### src/hdl/isa_pkg.sv
package isa_pkg;

    // --------------------------------------------------
    // Data path
    // --------------------------------------------------

    parameter int DATA_WIDTH = 32;

    typedef logic [DATA_WIDTH-1:0] data_t;

    // --------------------------------------------------
    // ALU operations
    // --------------------------------------------------

    // Encoding seen on the issue port and carried down to the lanes
    typedef enum logic [2:0] {
        OP_ADD = 3'd0,
        OP_SUB = 3'd1,
        OP_AND = 3'd2,
        OP_OR  = 3'd3,
        // Bitwise exclusive or
        OP_XOR = 3'd4,
        // Left shift by the low 5 bits of b
        OP_SLL = 3'd5,
        // Signed compare, result is 0 or 1
        OP_SLT = 3'd6,
        // Low 32 bits of the product, multi-cycle
        OP_MUL = 3'd7
    } alu_op_t;

endpackage

### src/hdl/uarch_pkg.sv
package uarch_pkg;

    // --------------------------------------------------
    // Physical register space
    // --------------------------------------------------

    parameter int NUM_PHYS_REGS = 64;

    parameter int TAG_WIDTH = $clog2(NUM_PHYS_REGS);

    // Tag 0 names the zero register
    typedef logic [TAG_WIDTH-1:0] phys_tag_t;

    // --------------------------------------------------
    // Lane timing
    // --------------------------------------------------

    // Execute cycles spent by MUL, one per 16-bit half of b
    parameter int MUL_EXEC_CYCLES = 2;

    // Execute cycles spent by every other operation
    parameter int SIMPLE_EXEC_CYCLES = 1;

endpackage

### src/hdl/alu_lane.sv
`timescale 1ns/1ps

module alu_lane
    import isa_pkg::*;
    import uarch_pkg::*;
(
    input  logic      clock,
    input  logic      reset,

    // From issue
    input  logic      lane_valid,
    output logic      lane_ready,
    input  alu_op_t   lane_op,
    input  phys_tag_t lane_dest,
    input  data_t     lane_a,
    input  data_t     lane_b,

    // To the CDB arbiter
    output logic      res_valid,
    output phys_tag_t res_tag,
    output data_t     res_data,
    input  logic      res_grant
);

    localparam int STEP_W = (MUL_EXEC_CYCLES > 1) ? $clog2(MUL_EXEC_CYCLES) : 1;

    logic              ex_valid;
    alu_op_t           ex_op;
    phys_tag_t         ex_dest;
    data_t             ex_a;
    data_t             ex_b;
    logic [STEP_W-1:0] ex_step;
    data_t             ex_acc;
    logic              ex_done;
    logic              ex_move;
    data_t             mul_part;
    data_t             mul_sum;
    data_t             ex_result;

    // --------------------------------------------------
    // Execute stage
    // --------------------------------------------------

    // One 16-bit half of b per step with the high half shifted into place
    always_comb begin
        if (ex_step == '0) begin
            mul_part = ex_a * data_t'(ex_b[15:0]);
            mul_sum  = mul_part;
        end else begin
            mul_part = ex_a * data_t'(ex_b[31:16]);
            mul_sum  = ex_acc + (mul_part << 16);
        end
    end

    always_comb begin
        case (ex_op)
            OP_ADD:  ex_result = ex_a + ex_b;
            OP_SUB:  ex_result = ex_a - ex_b;
            OP_AND:  ex_result = ex_a & ex_b;
            OP_OR:   ex_result = ex_a | ex_b;
            OP_XOR:  ex_result = ex_a ^ ex_b;
            OP_SLL:  ex_result = ex_a << ex_b[4:0];
            OP_SLT:  ex_result = data_t'($signed(ex_a) < $signed(ex_b));
            default: ex_result = mul_sum;
        endcase
    end

    assign ex_done = ex_valid &&
                     (ex_step == STEP_W'(((ex_op == OP_MUL) ? MUL_EXEC_CYCLES
                                                            : SIMPLE_EXEC_CYCLES) - 1));

    // Advance only into a free or draining result stage
    assign ex_move    = ex_done && (!res_valid || res_grant);
    assign lane_ready = !ex_valid || ex_move;

    always_ff @(posedge clock) begin
        if (reset) begin
            ex_valid <= 1'b0;
            ex_step  <= '0;
        end else if (lane_valid && lane_ready) begin
            ex_valid <= 1'b1;
            ex_step  <= '0;
        end else if (ex_move) begin
            ex_valid <= 1'b0;
        end else if (ex_valid && !ex_done) begin
            ex_step  <= ex_step + 1'b1;
        end
    end

    always_ff @(posedge clock) begin
        if (lane_valid && lane_ready) begin
            ex_op   <= lane_op;
            ex_dest <= lane_dest;
            ex_a    <= lane_a;
            ex_b    <= lane_b;
        end else if (ex_valid && !ex_done) begin
            ex_acc  <= mul_sum;
        end
    end

    // --------------------------------------------------
    // Result stage
    // --------------------------------------------------

    always_ff @(posedge clock) begin
        if (reset) begin
            res_valid <= 1'b0;
        end else if (ex_move) begin
            res_valid <= 1'b1;
        end else if (res_grant) begin
            res_valid <= 1'b0;
        end
    end

    always_ff @(posedge clock) begin
        if (ex_move) begin
            res_tag  <= ex_dest;
            res_data <= ex_result;
        end
    end

endmodule

### config.mk
export PLATFORM = sky130hd
export DESIGN_NAME = alu_lane
export DESIGN_NICKNAME = d
export VERILOG_FILES = /design/src/hdl/isa_pkg.sv /design/src/hdl/uarch_pkg.sv /design/src/hdl/alu_lane.sv
export SDC_FILE = /design/constraint.sdc
export NUM_CORES = 2
export LEC_CHECK = 0
export BUFFER_PORTS_ARGS = -buffer_cell sky130_fd_sc_hd__buf_2
export CAP_MARGIN = 20
export CELL_PAD_IN_SITES_DETAIL_PLACEMENT = 0
export CELL_PAD_IN_SITES_GLOBAL_PLACEMENT = 1
export CORE_MARGIN = 1
export CORE_UTILIZATION = 24
export CTS_BUF_LIST = sky130_fd_sc_hd__clkbuf_4
export CTS_CLUSTER_DIAMETER = 80
export DETAILED_ROUTE_END_ITERATION = 8
export GPL_ROUTABILITY_DRIVEN = 0
export GPL_TIMING_DRIVEN = 0
export PLACE_DENSITY = 0.47
export SLEW_MARGIN = 20
export SYNTH_ARGS = -nofsm -noshare
export SYNTH_HDL_FRONTEND = slang
export SYNTH_SLANG_ARGS = --single-unit
### constraint.sdc
create_clock -name clock -period 8.1 [get_ports clock]
set_input_delay 0.81 -clock clock [delete_from_list [all_inputs] [get_ports clock]]
set_output_delay 0.81 -clock clock [all_outputs]
set_load 0.05 [all_outputs]
==> impl_metrics.env <==
export IMPL_synth_ff_type="edfxtp_1"
export IMPL_grt_use_total=0.2319
export IMPL_yosys_register_bits=146
export IMPL_vias=23850
export IMPL_rows=123
export IMPL_root_buffer="clkbuf_4"
export IMPL_num_fill_cells=12430
export IMPL_synth_edf_count=143
export IMPL_synthToLayoutAreaGrowth_pct=13.90
export IMPL_core_area_um2=113000
export IMPL_ys_types=97
export IMPL_fmax_mhz=125.1
export IMPL_final_period_utilization=0.9871
export IMPL_final_common_cell="inv_1"
export IMPL_antenna_found_initial=10
export IMPL_design_die_area_um2=115700
export IMPL_synth_top_cell_by_area="fa_1"
export IMPL_first_global_vias=24240
export IMPL_tns_ns=0
export IMPL_numPortBuffers=116
export IMPL_slowest_stage="a2111oi_1"
export IMPL_multi_input_area_um2=20250
export IMPL_syn_area_um2=27450
export IMPL_synth_nets=3856
export IMPL_drv_slew=0
export IMPL_tightestPinTransition_ns=1.113
export IMPL_clk_pin_slew_ns=0.16
export IMPL_synthTopCellsByArea="fa_1, edfxtp_1, ha_1"
export IMPL_cp_start_kind="register"
export IMPL_maxSlewHeadroom=0.2563
export IMPL_cts_tree="yes"
export IMPL_grt_pass1_wl_um=188000
export IMPL_viasPerCell=4.873
export IMPL_cts_buffers=17
export IMPL_remaining_drc_errors=0
export IMPL_synth_area_per_cell_um2=8.674
export IMPL_fin_crit_ns=7.995
export IMPL_seq_area_um2=4354
export IMPL_end_kind="register"
export IMPL_drv_cap=0
export IMPL_cts_htree_levels=4
export IMPL_dr_pass1_iters=8
export IMPL_critPathArrivalTime_ns=8.60
export IMPL_finalHoldViolCount=0
export IMPL_overflow=0
export IMPL_cts_sinks=146
export IMPL_synth_warnings=0
export IMPL_drtIter0Drc=2204
export IMPL_antenna_left=0
export IMPL_fin_nets=4067
export IMPL_cts_buffer_depth=2
export IMPL_start_util=0.2430
export IMPL_wire_per_inst_um=27.32
export IMPL_place_hpwl_um=112000
export IMPL_wl_um=133700
export IMPL_setup_violations=0
export IMPL_crit_required_ns=8.71
export IMPL_die_h_um=340.2
export IMPL_hp_class="in -> reg"
export IMPL_fin_worst_skew_ns=0.03912
export IMPL_critPathMaxFanout=10
export IMPL_final_cell_mix="inv_1, nand2_1, fa_1"
export IMPL_seq_area_frac_synth=0.1586
export IMPL_synthesis_instances=3165
export IMPL_synth_top_area_frac=0.2822
export IMPL_die_w_um=340.2
export IMPL_path_common_cell="fa_1"
export IMPL_rsz0062_at_grt="no"
export IMPL_max_stage_delay_ns=1.01
export IMPL_async_flop_share=0
export IMPL_clkLatencyLatePin_ns=0.87
export IMPL_outcome="complete, no violations"
export IMPL_critPathKind="reg -> reg"
export IMPL_path_cells="clkbuf_4, inv_1, clkbuf_4, nor2_1, fa_1, inv_1, fa_1, fa_1, inv_1, fa_1, fa_1, inv_1, fa_1, inv_1, ha_1, a21oi_1, nand2_1, nor2_1, o21ai_0, and2_1, a2111oi_1, o31ai_1, o32a_1"
export IMPL_drive_gt1_frac=0.1021
export IMPL_grt_max_degree=53
export IMPL_io_pin_count=117
==> final cells by class <==
class	instances	area share
inverters	584	0.07075
multi-input cells	2270	0.6478
well taps	1500	0.06002
plain buffers	159	0.02793
clock inverters	15	0.004522
diodes	6	0.0004802
clock buffers	17	0.004081
flip-flops and latches	146	0.1393
repair buffers	198	0.04522
==> metal layers <==
metal / track usage / wire length (µm) / vias to the layer above
li1: - / - / 10650
met1: 0.3300 / 63020 / 12180
met2: 0.3503 / 57710 / 869
met3: 0.04273 / 8372 / 155
met4: 0.07960 / 4605 / 4
met5: 0 / 26 / -
==> cell families (layout without fill, tap and decap cells) <==
family | Yosys count | count (layout) | synth area share
XOR/XNOR | 125 | 125 | 0.04038
AND/OR/NAND/NOR | 934 | 934 | 0.1417
AO/OA/AOI/OAI | 531 | 531 | 0.1309
buffers and inverters | 749 | 973 | 0.1076
flip-flops | 146 | 146 | 0.1586
other | 0 | 6 | 0
multiplexers | 66 | 66 | 0.03519
adder cells (fa/ha/maj) | 614 | 614 | 0.3857
==> worst max-delay path: cells and delay by family (launching register included) <==
family	cells	cell delay [ns]
adder cells (fa/ha/maj)	7	3.40
AO/OA/AOI/OAI	5	1.91
buffers and inverters	7	1.33
flip-flops	1	0.62
AND/OR/NAND/NOR	4	0.47
==> Yosys cell counts, types with 17 or more instances <==
| cell type | count |
|---|---|
| edfxtp_1 | 143 |
| nand2_1 | 425 |
| xnor2_1 | 100 |
| mux4_2 | 23 |
| buf_2 | 21 |
| a31oi_1 | 17 |
| o21ai_0 | 87 |
| xor2_1 | 24 |
| a21o_1 | 19 |
| o21a_1 | 24 |
| clkbuf_1 | 104 |
| a21oi_1 | 159 |
| fa_1 | 387 |
| o21bai_1 | 20 |
| nand3_1 | 32 |
| ha_1 | 227 |
| nor3_1 | 38 |
| mux2i_1 | 29 |
| inv_1 | 568 |
| nor2_1 | 339 |
| buf_1 | 24 |
==> metrics by stage <==
step	hold slack, ns	area [µm²]	setup WS [ns]	std cells	utilization
floorplan	0.4003	27450	1.165	3165	-
global placement	0.4011	29910	-1.949	4781	0.2648
detailed placement	0.4056	30030	-1.875	4786	0.2659
CTS	0.0006998	31130	0.007823	4884	0.2756
global route	0.04070	31260	0.001644	4893	0.2768
finish	0.1417	31270	0.1047	4895	0.2768
==> timing repair <==
item	4_1_cts	5_1_grt
hold buffers	63	0
endpoints found under the hold margin	64	0
endpoints found under the setup margin	38	18
pin swaps	0	1
resized for setup	87	55
setup buffers	6	8
==> flip-flops by register name, summed over array words and instances, names as in the netlist <==
signal,count
ex_acc,32
ex_dest,6
ex_a,32
res_data,32
ex_op,3
ex_valid,1
res_valid,1
ex_b,32
ex_step,1
res_tag,6
==> worst paths after layout <==
path,slack [ns],endpoint,from,cells after the start
worst max-delay path,0.10,res_data[18],ex_a[7],23
worst max register to register,0.10,res_data[18],ex_a[7],23
worst min register to register,0.44,res_tag[0],ex_dest[0],0
worst min-delay path,0.14,ex_b[22],lane_b[22],1
Power is not shown: default switching activity piles up to over one toggle a cycle in this logic, so the estimate is an artifact.
