[src/hdl/isa_pkg.sv]
package isa_pkg;

    // --------------------------------------------------
    // Data path
    // --------------------------------------------------

    parameter int DATA_WIDTH = 32;

    typedef logic [DATA_WIDTH-1:0] data_t;

    // --------------------------------------------------
    // ALU operations
    // --------------------------------------------------

    // Encoding seen on the issue port and carried down to the lanes
    typedef enum logic [2:0] {
        OP_ADD = 3'd0,
        OP_SUB = 3'd1,
        OP_AND = 3'd2,
        OP_OR  = 3'd3,
        // Bitwise exclusive or
        OP_XOR = 3'd4,
        // Left shift by the low 5 bits of b
        OP_SLL = 3'd5,
        // Signed compare, result is 0 or 1
        OP_SLT = 3'd6,
        // Low 32 bits of the product, multi-cycle
        OP_MUL = 3'd7
    } alu_op_t;

endpackage

[src/hdl/uarch_pkg.sv]
package uarch_pkg;

    // --------------------------------------------------
    // Physical register space
    // --------------------------------------------------

    parameter int NUM_PHYS_REGS = 64;

    parameter int TAG_WIDTH = $clog2(NUM_PHYS_REGS);

    // Tag 0 names the zero register
    typedef logic [TAG_WIDTH-1:0] phys_tag_t;

    // --------------------------------------------------
    // Lane timing
    // --------------------------------------------------

    // Execute cycles spent by MUL, one per 16-bit half of b
    parameter int MUL_EXEC_CYCLES = 2;

    // Execute cycles spent by every other operation
    parameter int SIMPLE_EXEC_CYCLES = 1;

endpackage

[src/hdl/issue_dispatch.sv]
`timescale 1ns/1ps

module issue_dispatch
    import isa_pkg::*;
    import uarch_pkg::*;
#(
    parameter int NUM_LANES = 4,
    parameter int CDB_SZ    = 2
) (
    input  logic                      clock,
    input  logic                      reset,

    // In-order issue port
    input  logic                      issue_valid,
    output logic                      issue_ready,
    input  alu_op_t                   issue_op,
    input  phys_tag_t                 issue_dest,
    input  phys_tag_t                 issue_src1,
    input  phys_tag_t                 issue_src2,

    // Register file read
    output phys_tag_t [1:0]           rd_tag,
    input  data_t     [1:0]           rd_data,

    // CDB broadcast
    input  logic      [CDB_SZ-1:0]    cdb_valid,
    input  phys_tag_t [CDB_SZ-1:0]    cdb_tag,

    // Lane hand-off, payload shared by all lanes
    input  logic      [NUM_LANES-1:0] lane_ready,
    output logic      [NUM_LANES-1:0] lane_valid,
    output alu_op_t                   lane_op,
    output phys_tag_t                 lane_dest,
    output data_t                     lane_a,
    output data_t                     lane_b
);

    logic [NUM_PHYS_REGS-1:0] busy;
    logic [NUM_PHYS_REGS-1:0] busy_set;
    logic [NUM_PHYS_REGS-1:0] busy_clr;
    logic                     active;
    logic                     src1_ok;
    logic                     src2_ok;
    logic                     dest_ok;
    logic                     lane_found;
    logic [NUM_LANES-1:0]     lane_sel;
    logic                     issue_fire;

    // --------------------------------------------------
    // Hazard checks
    // --------------------------------------------------

    always_comb begin
        busy_clr = '0;
        for (int s = 0; s < CDB_SZ; s++) begin
            if (cdb_valid[s]) begin
                busy_clr[cdb_tag[s]] = 1'b1;
            end
        end
    end

    // Source usable if zero, not busy, or on the CDB right now
    assign src1_ok = (issue_src1 == '0) || !busy[issue_src1] || busy_clr[issue_src1];
    assign src2_ok = (issue_src2 == '0) || !busy[issue_src2] || busy_clr[issue_src2];

    // WAW guard
    assign dest_ok = !busy[issue_dest];

    // Lowest-index ready lane
    always_comb begin
        lane_found = 1'b0;
        lane_sel   = '0;
        for (int i = 0; i < NUM_LANES; i++) begin
            if (lane_ready[i] && !lane_found) begin
                lane_sel[i] = 1'b1;
                lane_found  = 1'b1;
            end
        end
    end

    assign issue_ready = active && src1_ok && src2_ok && dest_ok && lane_found;
    assign issue_fire  = issue_valid && issue_ready;

    // --------------------------------------------------
    // Operand read and hand-off
    // --------------------------------------------------

    assign rd_tag[0] = issue_src1;
    assign rd_tag[1] = issue_src2;

    assign lane_valid = issue_fire ? lane_sel : '0;
    assign lane_op    = issue_op;
    assign lane_dest  = issue_dest;
    assign lane_a     = rd_data[0];
    assign lane_b     = rd_data[1];

    // --------------------------------------------------
    // Busy table
    // --------------------------------------------------

    always_comb begin
        busy_set = '0;
        if (issue_fire && issue_dest != '0) begin
            busy_set[issue_dest] = 1'b1;
        end
    end

    // Set wins over a clear on the same edge
    always_ff @(posedge clock) begin
        if (reset) begin
            busy   <= '0;
            active <= 1'b0;
        end else begin
            busy   <= (busy & ~busy_clr) | busy_set;
            active <= 1'b1;
        end
    end

endmodule

[config.mk]
export PLATFORM = sky130hd
export DESIGN_NAME = issue_dispatch
export DESIGN_NICKNAME = d
export VERILOG_FILES = /design/src/hdl/isa_pkg.sv /design/src/hdl/uarch_pkg.sv /design/src/hdl/issue_dispatch.sv
export SDC_FILE = /design/constraint.sdc
export NUM_CORES = 1
export LEC_CHECK = 0
export BUFFER_PORTS_ARGS = -buffer_cell sky130_fd_sc_hd__buf_2
export CAP_MARGIN = 10
export CORE_ASPECT_RATIO = 1.5
export CORE_MARGIN = 1
export CORE_UTILIZATION = 55
export DETAILED_ROUTE_END_ITERATION = 8
export PLACE_DENSITY = 0.83
export SETUP_SLACK_MARGIN = 0.02
export SLEW_MARGIN = 20
export SYNTH_ARGS = -nofsm -noshare
export SYNTH_HDL_FRONTEND = slang
export SYNTH_SLANG_ARGS = --single-unit
[constraint.sdc]
create_clock -name clock -period 3.3 [get_ports clock]
set_input_delay 0.165 -clock clock [delete_from_list [all_inputs] [get_ports clock]]
set_output_delay 0.165 -clock clock [all_outputs]
set_load 0.05 [all_outputs]
==> summary.txt, run 1 <==
Run status
  • Status: finished, final reports clean

Critical path
  • Crit path max fanout: 6
  • Crit Path Class: flop to output port
  • Crit path DAT: roughly 3.1 ns
  • Endpoint type of the worst setup path: output port
  • Worst Path Buf+Inv: 2
  • Worst path slowest cell: a2111oi_1
  • Crit-path max cell delay: 0.48 ns
  • Reg2reg path depth: 11
  • Crit start category: flop
  • Worst R2R End: busy[24]
  • R2r startpoint: busy[9]
  • Reg2Reg Setup Slack: around 0.17 ns
  • Worst EP required: roughly 3.1 ns
  • WP depth: 10
  • CP delay by family, top: compound AO/OA/AOI/OAI gates
  • Crit-path cells: mux4_2 > mux2i_1 > a22oi_1 > nand4_1 > a2111oi_1 > nand3_1 > o31ai_4 > buf_12 > nor2_1 > buf_2

Layout
  • Most common cell after layout, fill and taps aside: buf_4
  • Fillers: between 1,000 and 1,500
  • Fin area: slightly above 8000 sq um
  • Nets: just under 1,000
  • Layout area overhead: 7.40%
  • Post-layout util: 61.2%
  • Layout cell share with drive strength beyond 1: around 34%
  • Most frequent cells in the layout: buf_4 (85), dfxtp_1 (65), buf_2 (58)

Clock network
  • Num CTS Buffers: 9
  • CTS tree: built
  • H-tree depth: 3
  • Clk slew on worst S/H paths: ~0.060 ns
  • Max Root-Sink Buffers: 2
  • Clock latency on the worst-skew pair: ~0.34 ns
  • CTS sink cnt: 65
  • CTS hold repair buffers: 0
  • Root Driver: clkbuf_16

Die
  • Die area: between 10,000 and 15,000 sq um
  • Die X: between 90 and 100 um
  • Die Y-Extent: approximately 140 um
  • # rows: 51
  • Core Region: about 13,000 sq um
  • IO Pins: roughly 200
  • Initial Util: about 57%

Pwr
  • Worst vdd ir: between 300 and 400 uV
  • Static leakage: ~2.7 nW
  • Power density over cell area: around 300 nW/um^2
  • PnR Total Power: 2.42 mW

Route
  • Vias: 8,131
  • Number of remaining DRC errors: 0
  • Routed len/inst: approximately 29 um
  • First-pass DRT Iterations: 6
  • Final WL: 29,600 um
  • Iter 0 DRT Violations: between 1,000 and 1,500
  • Post-route ant nets: 0
  • DR vias/cell: between 7 and 8

Global routing
  • Grt total ovfl: 0
  • Initial antenna violation count: 2
  • GRT Util Overall: 41.5%
  • First-pass GRT wire length: 44,300 um
  • Largest net degree at the start of global routing: 58
  • Vias in the first global route: about 7,600

Logic synthesis
  • Synth Area in Adders: 0%
  • Synthesized flop and latch total: 65
  • Synth Cell Area: roughly 7500 sq um
  • Synth Area in Compound Gates: between 20% and 30%
  • Post-synth top flop: dfxtp_1
  • Avg Cell Area, Syn: ~8.5 sq um
  • Asr flop ratio synth: 0%
  • Simple-gate share of the synthesized area: around 23%
  • Post-synth cell types: between 60 and 70
  • Cells after synthesis: 877
  • Post-Synthesis Net Count: slightly below 1,000
  • Xor/xnor share of the synthesized area: 0%
  • Mux cell area share after synthesis: between 10% and 20%
  • Synthesis Warnings: 0
  • Part of the Yosys area used for sequential elements: 17.4%
  • Largest family of logic cells by synthesized area: compound AO/OA/AOI/OAI gates
  • Post-synth EDFFs: 0

Placement
  • Routability-driven placement congestion ratio: approximately 1.0
  • Dpl ws: -0.105 ns
  • # port buffers: 61
  • DP Area: approximately 7600 sq um
  • Dpl hpwl: around 22,000 um

Timing
  • Worst Tran Pin Value: 0.979 ns
  • Setup Skew: 0.00545 ns
  • Final slew viol count: 0
  • Unrepaired setup endpoints after global routing: false
  • Endpoints failing hold: 0
  • Fin crit share: 98.5%
  • F_max: a little over 0.3 GHz
  • Post-route setup slack: 0.0479 ns
  • Crit path time final: 3.25 ns
  • Final setup fails: 0
  • Final hold slack: between 0.3 and 0.4 ns
  • Slew HR: roughly a third

Worst hold path
  • Worst hold path class: input pin to output port
  • Hold Path End: lane_a[15]
  • Hold Crit Depth: 0
  • Hold Crit Start: rd_data[15]

Job
  • # Max-Cap Violations: 0
-- Yosys cell counts, types with 11 or more instances --
cell / n / area share, %
buf_2: 34 / 2.3
buf_4: 91 / 9.1
clkbuf_1: 47 / 2.4
dfxtp_1: 65 / 17
mux2_2: 12 / 1.8
mux2i_1: 16 / 2.1
mux4_2: 42 / 13
nand2_1: 35 / 1.8
nand2b_1: 14 / 1.2
nand3_1: 45 / 3.0
nand4_1: 11 / 0.92
nor2_1: 47 / 2.4
nor2b_1: 17 / 1.4
nor3_1: 17 / 1.1
o211ai_1: 20 / 2.0
o21ai_0: 12 / 0.80
o221ai_1: 25 / 2.9
o22a_1: 21 / 2.5
o22ai_1: 47 / 3.9
o41ai_1: 41 / 4.8
or3b_2: 40 / 4.7
-- how the worst max path moves through the flow --
stage | end | startpoint | slack, ns
2_1_floorplan | lane_valid[1] | cdb_tag[9] | -0.20
3_3_place_gp | busy[21] | issue_src2[0] | -0.05
3_5_place_dp | busy[21] | issue_src2[1] | -0.10
4_1_cts | lane_valid[3] | busy[30] | 0.05
5_1_grt | lane_valid[0] | busy[27] | 0.002
6_report | issue_ready | busy[9] | 0.05
-- stage by stage --
step	TNS, ns	std cells
finish	0	1023
floorplan	-0.571	877
global route	0	1022
detailed placement	-4.36	1004
global placement	-1.44	1004
CTS	0	1021
-- power breakdown --
part	total, mW	internal (mW)	switching (mW)
Clock	0.984	0.626	0.358
Combinational	0.644	0.207	0.437
Sequential	0.790	0.788	0.00208
Total	2.42	1.62	0.797
-- layout make-up --
cell class                 instances  area [sq um]  share of cell area (%)
multi-input combinational        619          5130                    63.8
antenna                            1          2.50                  0.0311
clock inverter                     4          51.3                   0.638
timing repair buffer             151          1060                    13.2
sequential                        65          1300                    16.2
inverter                          12          45.0                   0.560
tap                              159           199                    2.47
clock buffer                      12           256                    3.19
-- flip-flops by register name, indices dropped and copies added, names as in the netlist --
register	cells
busy	64
active	1
-- worst reg2reg max path, delay by kind of cell (launching register included) --
kind,cells,cell delay (ns)
mux,2,0.45
buf+inv,3,0.52
compound gates,4,1.23
flops,1,0.41
simple gates,2,0.37
-- routing by layer --
| metal | global-route usage, % | vias to the layer above | wire [um] |
|---|---|---|---|
| li1 | - | 3381 | - |
| met1 | 47.2 | 3652 | 9560 |
| met2 | 65.5 | 806 | 13000 |
| met3 | 7.64 | 292 | 3570 |
| met4 | 39.9 | 0 | 3430 |
| met5 | 0 | - | 0 |
-- repair_timing --
| item | 4_1_cts | 5_1_grt |
|---|---|---|
| endpoints found under the setup margin | 5 | 56 |
| pin swaps | 1 | 3 |
| gates resized for setup | 4 | 11 |
| buffers inserted | 1 | 1 |
-- cells by family after synthesis --
| kind of cell | Yosys count |
|---|---|
| buf+inv | 193 |
| simple gates | 286 |
| flops | 65 |
| mux | 70 |
| compound gates | 263 |
No activity file was read; power rests on OpenSTA's default activity.
==> run 2: changes to the inputs <==
--- a/config.mk
+++ b/config.mk
@@ -5,7 +5,7 @@
 export SDC_FILE = /design/constraint.sdc
 export NUM_CORES = 1
 export LEC_CHECK = 0
-export BUFFER_PORTS_ARGS = -buffer_cell sky130_fd_sc_hd__buf_2
+export BUFFER_PORTS_ARGS = -buffer_cell sky130_fd_sc_hd__clkbuf_2
 export CAP_MARGIN = 10
 export CORE_ASPECT_RATIO = 1.5
 export CORE_MARGIN = 1
==> summary.txt, run 2 (synthesized netlist as in run 1, its figures left out) <==
Layout
  • Most frequent cells in the layout: buf_4 (78), dfxtp_1 (64), clkbuf_2 (56)
  • Layout area overhead: 7.97%
  • Fin area: 8080 sq um (+0.53%)
  • Largest regs: busy (64), active (1)
  • N_diodes: 0 (-1)
  • Biggest register: busy
  • Most common cell after layout, fill and taps aside: buf_4
  • Filler-free cell count of the finished design: 1,015 (-0.78%)
  • Post-layout util: 61.5% (+0.32 points)
  • Nets: 957 (-0.73%)
  • Layout cell share with drive strength beyond 1: 34.3% (+0.16 points)
  • Max reg flops: 64 (unchanged)

Clock network
  • H-tree depth: 3 (unchanged)
  • CTS hold repair buffers: 0 (unchanged)
  • Max Root-Sink Buffers: 2 (unchanged)
  • CTS tree: built
  • Clk slew on worst S/H paths: 0.06 ns (about the same)
  • Clock latency on the worst-skew pair: 0.34 ns (about the same)
  • Num CTS Buffers: 9 (unchanged)
  • Root Driver: clkbuf_16
  • CTS sink cnt: 65 (unchanged)

Die
  • # rows: 51 (unchanged)
  • Die area: 14,100 sq um (unchanged)
  • IO Pins: 196 (unchanged)
  • Core Region: 13,100 sq um (unchanged)
  • Die Y-Extent: 145 um (unchanged)
  • Die X: 97.3 um (unchanged)
  • Initial Util: 57.0% (unchanged)

Route
  • Post-route ant nets: 0 (unchanged)
  • First-pass DRT Iterations: 8 (+2)
  • Routed len/inst: 29.4 um (+1.9%)
  • Iter 0 DRT Violations: 1,339 (+9.2%)
  • DR vias/cell: 8.17 (+2.7%)
  • Vias: 8,288 (+1.9%)
  • Final WL: 29,900 um (+1.1%)
  • Number of remaining DRC errors: 0 (unchanged)

Global routing
  • GR peak layer: met2
  • Initial antenna violation count: 1 (-1)
  • Grt met1 use: 48.6% (+1.5 points)
  • Grt total ovfl: 0 (unchanged)
  • GR Util met3: 8.55% (+0.91 points)
  • GRT Util Overall: 42.4% (+0.89 points)
  • Vias in the first global route: 7,804 (+2.3%)
  • Largest net degree at the start of global routing: 57 (-1.7%)
  • Met2 Use GR: 68.4% (+2.9 points)
  • First-pass GRT wire length: 45,400 um (+2.6%)

Critical path
  • Endpoint type of the worst setup path: output port
  • Crit path DAT: 3.10 ns (about the same)
  • Worst Path Buf+Inv: 3 (+1)
  • Worst R2R End: busy[24]
  • Crit-path cells: mux4_2 > mux2_2 > o22ai_1 > nor3b_1 > a2111oi_2 > buf_4 > o31ai_4 > buf_4 > nor4_4 > buf_12
  • Crit start category: flop
  • Worst EP required: 3.13 ns (about the same)
  • Crit path max fanout: 6 (unchanged)
  • Worst path slowest cell: mux4_2
  • Reg2Reg Setup Slack: 0.06 ns (-0.11 ns)
  • Crit-path max cell delay: 0.50 ns (+0.02 ns)
  • Crit Path Class: flop to output port
  • R2r startpoint: busy[14]
  • Top cell by count, worst path: buf_4
  • Reg2reg path depth: 11 (unchanged)
  • CP delay by family, top: multiplexers

Timing
  • Final slew viol count: 0 (unchanged)
  • Unrepaired setup endpoints after global routing: true
  • Endpoints failing hold: 0 (unchanged)
  • Slew HR: 57.1% (+22 points)
  • Fin crit share: 98.9% (+0.36 points)
  • Post-route setup slack: 0.0360 ns (-0.0119 ns)
  • Setup Skew: 0.00748 ns (+0.00202 ns)
  • F_max: 0.306 GHz (-0.36%)
  • Setup TNS: 0 ns (unchanged)
  • Final setup fails: 0 (unchanged)
  • Worst Tran Pin Value: 0.641 ns (-0.338 ns)
  • Final hold slack: 0.330 ns (unchanged)
  • Crit path time final: 3.26 ns (+0.0119 ns)

Pwr
  • Static leakage: 2.68 nW (+0.24%)
  • PnR Total Power: 2.58 mW (+6.7%)
  • Worst vdd ir: 454 uV (+18%)
  • Power density over cell area: 319 nW/um^2 (+6.1%)

Worst hold path
  • Worst hold path class: input pin to output port
  • Hold Path End: lane_a[15]
  • Hold Crit Depth: 0 (unchanged)
  • Hold Crit Start: rd_data[15]

Placement
  • DP Area: 7640 sq um (unchanged)
  • # port buffers: 61 (unchanged)
  • Placed Cells: 997 (-0.70%)
  • Dpl hpwl: 21,800 um (+1.4%)
  • Routability-driven placement congestion ratio: 1.06 (+2.1%)
  • Dpl ws: -0.0442 ns (+0.0605 ns)

Job
  • # Max-Cap Violations: 0 (unchanged)

Run status
  • Status: finished, final reports clean
-- run 2: what timing repair did --
item / CTS / global route
setup buffers: 0 / 2
pin swaps: 1 / 7
cloned: 0 / 0
endpoints found under the setup margin: 4 / 58
gates resized for setup: 5 / 21
-- run 2: power breakdown --
group / switching [mW] / leakage, nW / total, mW / internal [mW]
clock: 0.375 / 0.169 / 1.14 / 0.761
sequential: 0.00213 / 0.524 / 0.790 / 0.787
combinational: 0.443 / 1.99 / 0.653 / 0.210
-- run 2: how the worst max path moves through the flow --
stage	from	end	slack, ns	depth (start not counted)
finish	busy[15]	lane_valid[1]	0.04	10
global route	busy[30]	lane_valid[1]	0.007	11
CTS	busy[30]	lane_valid[1]	0.02	10
detailed placement	cdb_tag[8]	busy[41]	-0.04	11
global placement	issue_src2[0]	busy[30]	0.05	11
floorplan	cdb_tag[9]	lane_valid[1]	-0.20	10
-- run 2: final cells by class --
class	instances	area [sq um]
multi-input cells	619	5130
well taps	159	199
fillers	1128	5060
clock buffers	10	239
inverters	12	45.0
repair buffers	144	1050
flip-flops and latches	65	1300
clock inverters	6	115
-- run 2: per-layer routing --
| layer | wire length [um] | up-vias |
|---|---|---|
| li1 | - | 3379 |
| met1 | 9570 | 3714 |
| met2 | 13200 | 865 |
| met3 | 3750 | 330 |
| met4 | 3310 | 0 |
| met5 | 0 | - |
